==> config.mk <==
export PLATFORM = sky130hd
export DESIGN_NAME = htif_bridge
export DESIGN_NICKNAME = d
export VERILOG_FILES = /design/src/verilog/htif_axi_pkg.sv /design/src/verilog/htif_stream_pkg.sv /design/src/verilog/htif_cmd_if.sv /design/src/verilog/htif_axi_decode.sv /design/src/verilog/htif_axi_result.sv /design/src/verilog/htif_bridge.sv /design/src/verilog/htif_fifo.sv /design/src/verilog/htif_host_in.sv /design/src/verilog/htif_host_out.sv
export VERILOG_INCLUDE_DIRS = /design/src /design/src/verilog
export SDC_FILE = /design/constraint.sdc
export NUM_CORES = 2
export LEC_CHECK = 0
export ABC_AREA = 1
export ABC_CLOCK_PERIOD_IN_PS = 4000
export BUFFER_PORTS_ARGS = -buffer_cell sky130_fd_sc_hd__buf_4
export CAP_MARGIN = 20
export CORE_ASPECT_RATIO = 1.75
export CORE_MARGIN = 5
export CORE_UTILIZATION = 30
export CTS_BUF_LIST = sky130_fd_sc_hd__clkbuf_4
export DETAILED_ROUTE_END_ITERATION = 10
export PLACE_DENSITY = 0.52
export SLEW_MARGIN = 25
export SYNTH_ARGS = -nofsm -noshare
export SYNTH_HDL_FRONTEND = slang
export SYNTH_SLANG_ARGS = --single-unit
==> constraint.sdc <==
create_clock -name clk -period 4 [get_ports clk]
set_input_delay 0 -clock clk [delete_from_list [all_inputs] [get_ports clk]]
set_output_delay 0 -clock clk [all_outputs]
set_load 0.1 [all_outputs]
==> src/verilog/htif_config.svh <==
`ifndef HTIF_CONFIG_SVH
`define HTIF_CONFIG_SVH

// AXI transaction ID width on the ARM side
`define HTIF_ID_W 12

// register index taken from address bits 6 down to 2
`define HTIF_REG_AW 5

// read register map
`define HTIF_RD_COUNT_REG 5'd0
`define HTIF_RD_FIFO_REG 5'd1

// write register map
`define HTIF_WR_FIFO_REG 5'd0
`define HTIF_WR_RESET_REG 5'd31

// words per stream queue
`define HTIF_FIFO_DEPTH 32

`endif

==> src/verilog/htif_axi_pkg.sv <==
`default_nettype none

`include "htif_config.svh"

package htif_axi_pkg;

  // transaction ID as seen on ar, r, aw and b
  typedef logic [`HTIF_ID_W-1:0] axi_id_t;

  typedef logic [31:0] axi_addr_t;

  // decoded register target of an accepted command
  typedef enum logic [1:0]
  {
    REG_COUNT,
    REG_FIFO,
    REG_RESET,
    REG_NONE
  } reg_sel_t;

endpackage

`default_nettype wire

==> src/verilog/htif_stream_pkg.sv <==
`default_nettype none

`include "htif_config.svh"

package htif_stream_pkg;

  // one queue entry, as written or read by the ARM
  typedef logic [31:0] host_word_t;

  // one beat on the target-side host streams
  typedef logic [15:0] host_half_t;

  // one bit wider than the pointers so a full queue reads as its depth
  typedef logic [$clog2(`HTIF_FIFO_DEPTH + 1)-1:0] fifo_count_t;

endpackage

`default_nettype wire
==> src/verilog/htif_cmd_if.sv <==
`timescale 1ns/10ps
`default_nettype none

interface htif_cmd_if;

  // read command, rd_sel and rd_id are valid while rd_start is high
  logic                   rd_start;
  htif_axi_pkg::reg_sel_t rd_sel;
  htif_axi_pkg::axi_id_t  rd_id;

  // write completion, one cycle wide
  logic                   wr_done;
  htif_axi_pkg::axi_id_t  wr_id;

  // response channels still owned by the master
  logic                   rd_busy;
  logic                   wr_busy;

  modport decode (
    output rd_start,
    output rd_sel,
    output rd_id,
    output wr_done,
    output wr_id,
    input  rd_busy,
    input  wr_busy
  );

  modport result (
    input  rd_start,
    input  rd_sel,
    input  rd_id,
    input  wr_done,
    input  wr_id,
    output rd_busy,
    output wr_busy
  );

endinterface

`default_nettype wire

==> src/verilog/htif_axi_decode.sv <==
`timescale 1ns/10ps
`default_nettype none

`include "htif_config.svh"

module htif_axi_decode (
  input  wire logic                       clk,
  input  wire logic                       reset,
  input  wire logic                       arvalid,
  output logic                            arready,
  input  wire htif_axi_pkg::axi_addr_t    araddr,
  input  wire htif_axi_pkg::axi_id_t      arid,
  input  wire logic                       awvalid,
  output logic                            awready,
  input  wire htif_axi_pkg::axi_addr_t    awaddr,
  input  wire htif_axi_pkg::axi_id_t      awid,
  input  wire logic                       wvalid,
  output logic                            wready,
  input  wire logic                       in_full,
  output logic                            in_push,
  output logic                            cpu_reset,
  htif_cmd_if.decode                      cmd
);

  typedef enum logic {RD_IDLE, RD_ISSUE} rd_state_t;
  typedef enum logic [1:0] {WR_IDLE, WR_DATA, WR_ACK} wr_state_t;

  rd_state_t               rd_state;
  wr_state_t               wr_state;
  logic [`HTIF_REG_AW-1:0] rd_index;
  logic [`HTIF_REG_AW-1:0] wr_index;
  htif_axi_pkg::reg_sel_t  rd_sel_dec;
  htif_axi_pkg::reg_sel_t  wr_sel_dec;
  htif_axi_pkg::reg_sel_t  wr_sel;
  logic                    rd_accept;
  logic                    data_phase;
  logic                    wr_complete;

  assign rd_index = araddr[`HTIF_REG_AW+1:2];
  assign wr_index = awaddr[`HTIF_REG_AW+1:2];

  always_comb
  begin
    case (rd_index)
      `HTIF_RD_COUNT_REG: rd_sel_dec = htif_axi_pkg::REG_COUNT;
      `HTIF_RD_FIFO_REG:  rd_sel_dec = htif_axi_pkg::REG_FIFO;
      default:            rd_sel_dec = htif_axi_pkg::REG_NONE;
    endcase
  end

  always_comb
  begin
    case (wr_index)
      `HTIF_WR_FIFO_REG:  wr_sel_dec = htif_axi_pkg::REG_FIFO;
      `HTIF_WR_RESET_REG: wr_sel_dec = htif_axi_pkg::REG_RESET;
      default:            wr_sel_dec = htif_axi_pkg::REG_NONE;
    endcase
  end

  // one read in flight, the next address waits until the r channel drains
  assign arready = (rd_state == RD_IDLE) && !cmd.rd_busy;
  assign rd_accept = arvalid && arready;
  assign cmd.rd_start = (rd_state == RD_ISSUE);

  always_ff @(posedge clk)
  begin
    if (reset)
      rd_state <= RD_IDLE;
    else
      rd_state <= rd_accept ? RD_ISSUE : RD_IDLE;
  end

  always_ff @(posedge clk)
  begin
    if (rd_accept)
    begin
      cmd.rd_sel <= rd_sel_dec;
      cmd.rd_id <= arid;
    end
  end

  // data phase holds while the host-in queue is full
  assign data_phase = (wr_state == WR_DATA);
  assign wr_complete = data_phase && ((wr_sel != htif_axi_pkg::REG_FIFO) || !in_full);
  assign awready = data_phase;
  assign wready = data_phase;
  assign in_push = data_phase && (wr_sel == htif_axi_pkg::REG_FIFO) && !in_full;
  assign cpu_reset = data_phase && (wr_sel == htif_axi_pkg::REG_RESET);
  assign cmd.wr_done = wr_complete;

  always_ff @(posedge clk)
  begin
    if (reset)
      wr_state <= WR_IDLE;
    else
    begin
      case (wr_state)
        WR_IDLE:
          if (awvalid && wvalid)
            wr_state <= WR_DATA;
        WR_DATA:
          if (wr_complete)
            wr_state <= WR_ACK;
        WR_ACK:
          if (!cmd.wr_busy)
            wr_state <= WR_IDLE;
        default:
          wr_state <= WR_IDLE;
      endcase
    end
  end

  always_ff @(posedge clk)
  begin
    if ((wr_state == WR_IDLE) && awvalid && wvalid)
    begin
      wr_sel <= wr_sel_dec;
      cmd.wr_id <= awid;
    end
  end

endmodule

`default_nettype wire

==> src/verilog/htif_axi_result.sv <==
`timescale 1ns/10ps
`default_nettype none

module htif_axi_result (
  input  wire logic                           clk,
  input  wire logic                           reset,
  output logic                                rvalid,
  input  wire logic                           rready,
  output htif_stream_pkg::host_word_t         rdata,
  output htif_axi_pkg::axi_id_t               rid,
  output logic                                rlast,
  output logic                                bvalid,
  input  wire logic                           bready,
  output htif_axi_pkg::axi_id_t               bid,
  output logic                                out_pop,
  input  wire htif_stream_pkg::host_word_t    out_word,
  input  wire htif_stream_pkg::fifo_count_t   out_count,
  htif_cmd_if.result                          cmd
);

  logic                   rd_busy_q;
  logic                   wr_busy_q;
  htif_axi_pkg::reg_sel_t rd_sel_q;
  logic                   rd_avail;

  assign rvalid = rd_busy_q;
  assign rlast = rd_busy_q;
  assign bvalid = wr_busy_q;
  assign cmd.rd_busy = rd_busy_q;
  assign cmd.wr_busy = wr_busy_q;

  // pop only the word that was captured into rdata
  assign out_pop = rd_busy_q && rready && (rd_sel_q == htif_axi_pkg::REG_FIFO) && rd_avail;

  always_ff @(posedge clk)
  begin
    if (reset)
    begin
      rd_busy_q <= 1'b0;
      wr_busy_q <= 1'b0;
    end
    else
    begin
      if (cmd.rd_start)
        rd_busy_q <= 1'b1;
      else if (rready)
        rd_busy_q <= 1'b0;
      if (cmd.wr_done)
        wr_busy_q <= 1'b1;
      else if (bready)
        wr_busy_q <= 1'b0;
    end
  end

  // read data is sampled once so it holds while the master stalls
  always_ff @(posedge clk)
  begin
    if (cmd.rd_start)
    begin
      rd_sel_q <= cmd.rd_sel;
      rid <= cmd.rd_id;
      rd_avail <= (out_count != '0);
      if (cmd.rd_sel == htif_axi_pkg::REG_COUNT)
        rdata <= htif_stream_pkg::host_word_t'(out_count);
      else
        rdata <= out_word;
    end
    if (cmd.wr_done)
      bid <= cmd.wr_id;
  end

endmodule

`default_nettype wire

==> src/verilog/htif_bridge.sv <==
`timescale 1ns/10ps
`default_nettype none

module htif_bridge (
  input  wire logic                         clk,
  input  wire logic                         reset,
  // AXI read address
  input  wire logic                         arvalid,
  output logic                              arready,
  input  wire htif_axi_pkg::axi_addr_t      araddr,
  input  wire htif_axi_pkg::axi_id_t        arid,
  // AXI read data
  output logic                              rvalid,
  input  wire logic                         rready,
  output htif_stream_pkg::host_word_t       rdata,
  output htif_axi_pkg::axi_id_t             rid,
  output logic                              rlast,
  // AXI write address and data
  input  wire logic                         awvalid,
  output logic                              awready,
  input  wire htif_axi_pkg::axi_addr_t      awaddr,
  input  wire htif_axi_pkg::axi_id_t        awid,
  input  wire logic                         wvalid,
  output logic                              wready,
  input  wire htif_stream_pkg::host_word_t  wdata,
  // AXI write response, always OKAY
  output logic                              bvalid,
  input  wire logic                         bready,
  output htif_axi_pkg::axi_id_t             bid,
  // target streams
  output logic                              host_in_valid,
  input  wire logic                         host_in_ready,
  output htif_stream_pkg::host_half_t       host_in_bits,
  input  wire logic                         host_out_valid,
  output logic                              host_out_ready,
  input  wire htif_stream_pkg::host_half_t  host_out_bits,
  output logic                              cpu_reset
);

  logic                         in_push;
  logic                         in_full;
  logic                         out_pop;
  htif_stream_pkg::host_word_t  out_word;
  htif_stream_pkg::fifo_count_t out_count;

  htif_cmd_if cmd_bus ();

  htif_axi_decode i_decode (
    .clk       (clk),
    .reset     (reset),
    .arvalid   (arvalid),
    .arready   (arready),
    .araddr    (araddr),
    .arid      (arid),
    .awvalid   (awvalid),
    .awready   (awready),
    .awaddr    (awaddr),
    .awid      (awid),
    .wvalid    (wvalid),
    .wready    (wready),
    .in_full   (in_full),
    .in_push   (in_push),
    .cpu_reset (cpu_reset),
    .cmd       (cmd_bus.decode)
  );

  // wdata is held by the master for the whole data phase
  htif_host_in i_host_in (
    .clk           (clk),
    .reset         (reset),
    .push          (in_push),
    .word          (wdata),
    .full          (in_full),
    .host_in_valid (host_in_valid),
    .host_in_ready (host_in_ready),
    .host_in_bits  (host_in_bits)
  );

  htif_host_out i_host_out (
    .clk            (clk),
    .reset          (reset),
    .host_out_valid (host_out_valid),
    .host_out_ready (host_out_ready),
    .host_out_bits  (host_out_bits),
    .pop            (out_pop),
    .word           (out_word),
    .count          (out_count)
  );

  htif_axi_result i_result (
    .clk       (clk),
    .reset     (reset),
    .rvalid    (rvalid),
    .rready    (rready),
    .rdata     (rdata),
    .rid       (rid),
    .rlast     (rlast),
    .bvalid    (bvalid),
    .bready    (bready),
    .bid       (bid),
    .out_pop   (out_pop),
    .out_word  (out_word),
    .out_count (out_count),
    .cmd       (cmd_bus.result)
  );

endmodule

`default_nettype wire

==> src/verilog/htif_fifo.sv <==
`timescale 1ns/10ps
`default_nettype none

module htif_fifo #(
  parameter int DEPTH = 32
) (
  input  wire logic                         clk,
  input  wire logic                         reset,
  input  wire logic                         push,
  input  wire logic                         pop,
  input  wire htif_stream_pkg::host_word_t  din,
  output htif_stream_pkg::host_word_t       dout,
  output logic                              full,
  output logic                              empty,
  output htif_stream_pkg::fifo_count_t      count
);

  localparam int AW = (DEPTH > 1) ? $clog2(DEPTH) : 1;
  localparam logic [AW-1:0] LAST_PTR = AW'(DEPTH - 1);
  localparam htif_stream_pkg::fifo_count_t FULL_COUNT =
    htif_stream_pkg::fifo_count_t'(DEPTH);

  htif_stream_pkg::host_word_t  mem [DEPTH];
  logic [AW-1:0]                wr_ptr;
  logic [AW-1:0]                rd_ptr;
  logic                         do_write;
  logic                         do_read;
  htif_stream_pkg::fifo_count_t count_next;

  // a full queue still takes a push when a pop frees a slot in the same cycle
  assign do_write = push && (!full || pop);
  assign do_read = pop && !empty;

  assign count_next = count
                    + htif_stream_pkg::fifo_count_t'(do_write)
                    - htif_stream_pkg::fifo_count_t'(do_read);

  // show-ahead read port
  assign dout = mem[rd_ptr];

  always_ff @(posedge clk)
  begin
    if (do_write)
      mem[wr_ptr] <= din;
  end

  always_ff @(posedge clk)
  begin
    if (reset)
    begin
      wr_ptr <= '0;
      rd_ptr <= '0;
      count <= '0;
      empty <= 1'b1;
      full <= 1'b0;
    end
    else
    begin
      if (do_write)
        wr_ptr <= (wr_ptr == LAST_PTR) ? '0 : wr_ptr + 1'b1;
      if (do_read)
        rd_ptr <= (rd_ptr == LAST_PTR) ? '0 : rd_ptr + 1'b1;
      count <= count_next;
      empty <= (count_next == '0);
      full <= (count_next == FULL_COUNT);
    end
  end

endmodule

`default_nettype wire

==> src/verilog/htif_host_in.sv <==
`timescale 1ns/10ps
`default_nettype none

`include "htif_config.svh"

module htif_host_in (
  input  wire logic                         clk,
  input  wire logic                         reset,
  input  wire logic                         push,
  input  wire htif_stream_pkg::host_word_t  word,
  output logic                              full,
  output logic                              host_in_valid,
  input  wire logic                         host_in_ready,
  output htif_stream_pkg::host_half_t       host_in_bits
);

  htif_stream_pkg::host_word_t head;
  logic                        empty;
  logic                        hi_sel;
  logic                        take;

  htif_fifo #(
    .DEPTH (`HTIF_FIFO_DEPTH)
  ) i_fifo (
    .clk   (clk),
    .reset (reset),
    .push  (push),
    .pop   (take && hi_sel),
    .din   (word),
    .dout  (head),
    .full  (full),
    .empty (empty),
    .count ()
  );

  assign host_in_valid = !empty;
  assign take = host_in_valid && host_in_ready;

  // low half goes out first, the word leaves the queue with its high half
  assign host_in_bits = hi_sel ? head[31:16] : head[15:0];

  always_ff @(posedge clk)
  begin
    if (reset)
      hi_sel <= 1'b0;
    else if (take)
      hi_sel <= !hi_sel;
  end

endmodule

`default_nettype wire

==> src/verilog/htif_host_out.sv <==
`timescale 1ns/10ps
`default_nettype none

`include "htif_config.svh"

module htif_host_out (
  input  wire logic                         clk,
  input  wire logic                         reset,
  input  wire logic                         host_out_valid,
  output logic                              host_out_ready,
  input  wire htif_stream_pkg::host_half_t  host_out_bits,
  input  wire logic                         pop,
  output htif_stream_pkg::host_word_t       word,
  output htif_stream_pkg::fifo_count_t      count
);

  htif_stream_pkg::host_half_t first_half;
  logic                        full;
  logic                        hi_sel;
  logic                        take;

  // no push can land between the two halves, so ready only needs the full flag
  assign host_out_ready = !full;
  assign take = host_out_valid && host_out_ready;

  htif_fifo #(
    .DEPTH (`HTIF_FIFO_DEPTH)
  ) i_fifo (
    .clk   (clk),
    .reset (reset),
    .push  (take && hi_sel),
    .pop   (pop),
    .din   ({host_out_bits, first_half}),
    .dout  (word),
    .full  (full),
    .empty (),
    .count (count)
  );

  always_ff @(posedge clk)
  begin
    if (reset)
      hi_sel <= 1'b0;
    else if (take)
      hi_sel <= !hi_sel;
  end

  // first half of a pair ends up in the low bits
  always_ff @(posedge clk)
  begin
    if (take && !hi_sel)
      first_half <= host_out_bits;
  end

endmodule

`default_nettype wire

==> metrics.yaml <==
global_route_wire_length_before_repair_um: 402000
timing.hold.worst.class: "in2reg"
layoutNonFillerInstCount: 12280
finalHoldViolCount: 0
place_area_mm2: 0.09486
total_power_mw: 50.20
post_synth.cell_area_avg_um2: 11.97
path_max_fanout: 34
endpoint_class_of_the_critical_path: "output port"
die-area_mm2: 0.3047
arrival_ns: 3.73
dp_hpwl_um: 156100
floorplan.initialDensity: 0.3008
design.final.nets: 8271
result_of_the_run: "finished clean"
syn_area_mm2: 0.08800
drt_iter0_drc: 4709
max_clock_freq_mhz: 268.0
leakage_nw: 37.62
post_synthesis_net_count: 7525
most-common-layout-cells: "nand2_1, edfxtp_1, nand3_1"
max_slew_margin: 0.3530
postSynthCellCount: 7350
die_x_um: 419.4
asyncSetResetFlopFracSynth: 0
synth_cell_types: 30
maxCapViolCount: 0
place.detailed.instances: 11120
dominantRegCellSynth: "edfxtp_1"
worst_r2r_startpoint: "i_host_out.i_fifo.full$_SDFF_PP0_"
final.setup_skew_ns: 0.1580
cts_root_buf: "clkbuf_4"
cts_num_sinks: 2204
fp-row-count: 263
grt_overflow_total: 0
critPathRequiredTime_ns: 4.00
via_per_inst: 4.896
core_region_area_mm2: 0.2925
layout-drive-gt1-share: 0.1596
setup_viol_count_final: 0
antenna_violating_nets_post_route: 0
io_pins: 226
design_area_mm2: 0.1050
seq_area_frac_synth: 0.7461
layout.cells.most_common: "nand2_1"
port-buffer-count: 171
clock_tree.htree_level_count: 6
gr-usage-all-layers: 0.1765
maxSlewViolCount: 0
timing_worst_setup_path_type: "reg2out"
synth_enable_flop_cells: 2151
cts_tree: "done"
die_y_um: 726.5
grt_setup_unrepaired: "yes"
worstMarginPinSlew_ns: 0.9706
gp_routability_congestion: 0.8052
route.detailed.drc: 0
tritoncts.num_buffers: 543
cts_buffer_depth: 4
num_vias: 60150
clkSlewWorstSetupHoldPaths_ns: 0.08
antenna_found_initial: 9
first_global_vias: 60730
tritonroute_pass_1_iters: 6
totalWireLength_um: 276800
timing.hold.worst.start: "host_out_bits[5]"
area.growth.synth_to_final_pct: 19.33
synthesis.yosys.warnings: 0
wl_per_cell_um: 22.54
worst_vdd_rail_ir_drop_uv: 241.1
ys_seq_elements: 2204
min_period_over_period: 0.9329
maximum_number_of_pins_on_one_net_before_global_route_repair: 129
cp-start-kind: "flip-flop"
fin_crit_ns: 3.731
power_density_mw_per_mm2: 478.1
clkLatencyLatePin_ns: 1.31
-- final timing paths --
kind	endpoint	slack [ns]	cells past startpoint
setup / recovery	host_in_bits[3]	0.27	12
hold / removal	i_host_out.i_fifo.mem[11][21]$_DFFE_PP_	0.19	4
setup reg to reg	i_host_out.i_fifo.mem[1][25]$_DFFE_PP_	0.94	8
hold reg to reg	i_result.bid[7]$_DFFE_PP_	0.40	0
-- timing repair --
action | in CTS | in global routing
hold buffers | 252 | 8
setup endpoints to repair | 16 | 10
resized for setup | 29 | 12
buffers inserted | 4 | 0
endpoints found under the hold margin | 1762 | 255
gates cloned | 6 | 0
-- power by group --
part / switching [mW] / internal (mW)
clock: 9.02 / 9.83
sequential: 0.189 / 25.7
combinational: 3.90 / 1.55
-- per-layer routing --
metal | vias up | routed length (um) | global-route usage | part of all wire
li1 | 27650 | - | - | -
met1 | 29770 | 98150 | 0.1888 | 0.35
met3 | 662 | 14460 | 0.02895 | 0.052
met4 | 2 | 14390 | 0.08777 | 0.052
met5 | - | 13 | 0 | 0.000047
met2 | 2063 | 149800 | 0.3326 | 0.54
-- cells by family after synthesis --
family / Yosys count / share of synthesized area
simple gates: 4334 / 0.2074
flops: 2204 / 0.7461
buf+inv: 541 / 0.02744
compound gates: 231 / 0.01366
fa+ha+maj: 30 / 0.004436
xor+xnor: 10 / 0.0009953
-- cell type report --
cell class              count  area, um^2
diodes                     13       32.53
clock buffers             749        5623
clock inverters           129        1061
fillers                 28470      187500
inverters                  92       415.4
multi-input cells        4605       20460
flip-flops and latches   2204       65690
well taps                3842        4807
repair buffers            649        6909
repair inverters            1       8.758
-- metrics by stage --
step | TNS (ns) | util | hold slack [ns] | setup slack (ns)
global route | -0.08990 | 0.3589 | 0.08321 | -0.03952
global placement | 0 | 0.3241 | 0.1794 | 0.8876
finish | 0 | 0.3589 | 0.1942 | 0.2686
CTS | 0 | 0.3583 | 0.01628 | 0.001736
detailed placement | 0 | 0.3243 | 0.1795 | 0.8339
floorplan | -2.817 | - | 0.09887 | -0.02938
-- Yosys cell counts, types with 3 or more instances --
cell type | number | share of area
nand2_1 | 2500 | 0.11
edfxtp_1 | 2151 | 0.73
nand3_1 | 1529 | 0.087
nor2_1 | 274 | 0.012
buf_2 | 235 | 0.013
clkbuf_1 | 142 | 0.0061
o21ai_0 | 118 | 0.0067
inv_1 | 89 | 0.0038
dfxtp_1 | 53 | 0.012
buf_1 | 52 | 0.0022
a21oi_1 | 46 | 0.0026
o21ai_1 | 36 | 0.0020
ha_1 | 28 | 0.0040
o22ai_1 | 23 | 0.0016
buf_4 | 16 | 0.0014
nor3_1 | 14 | 0.00080
nand4_1 | 7 | 0.00050
xnor2_1 | 5 | 0.00050
xor2_1 | 5 | 0.00050
buf_6 | 4 | 0.00051
o211ai_1 | 4 | 0.00034
inv_2 | 3 | 0.00013
nand3b_1 | 3 | 0.00026
nor3b_1 | 3 | 0.00026
-- registers in the layout, indices dropped and copies added, names as in the netlist, 5 cells and up, named ones only --
name / cells
i_host_out.i_fifo.mem: 1024
i_host_in.i_fifo.mem: 1024
i_result.rdata: 32
i_host_out.i_fifo.wr_ptr: 5
i_decode.cmd.rd_id: 12
i_result.rid: 12
i_decode.cmd.wr_id: 12
i_result.bid: 12
i_host_in.i_fifo.rd_ptr: 5
i_host_out.i_fifo.rd_ptr: 5
i_host_in.i_fifo.count: 6
i_host_out.i_fifo.count: 6
i_host_in.i_fifo.wr_ptr: 5
i_host_out.first_half: 16
-- critical path, stage by stage, from the launching register on --
cell and delay [ns]:
dfxtp_4 0.49, buf_8 0.24, clkinv_16 0.19, buf_4 0.24
nand2_1 0.06, nand3_1 0.06, nand3_1 0.12, nand2_1 0.13
nand2_1 0.10, nand3_2 0.19, nand3_1 0.22, nand2_1 0.17
buf_6 0.23
(Power assumes the default switching activity.)
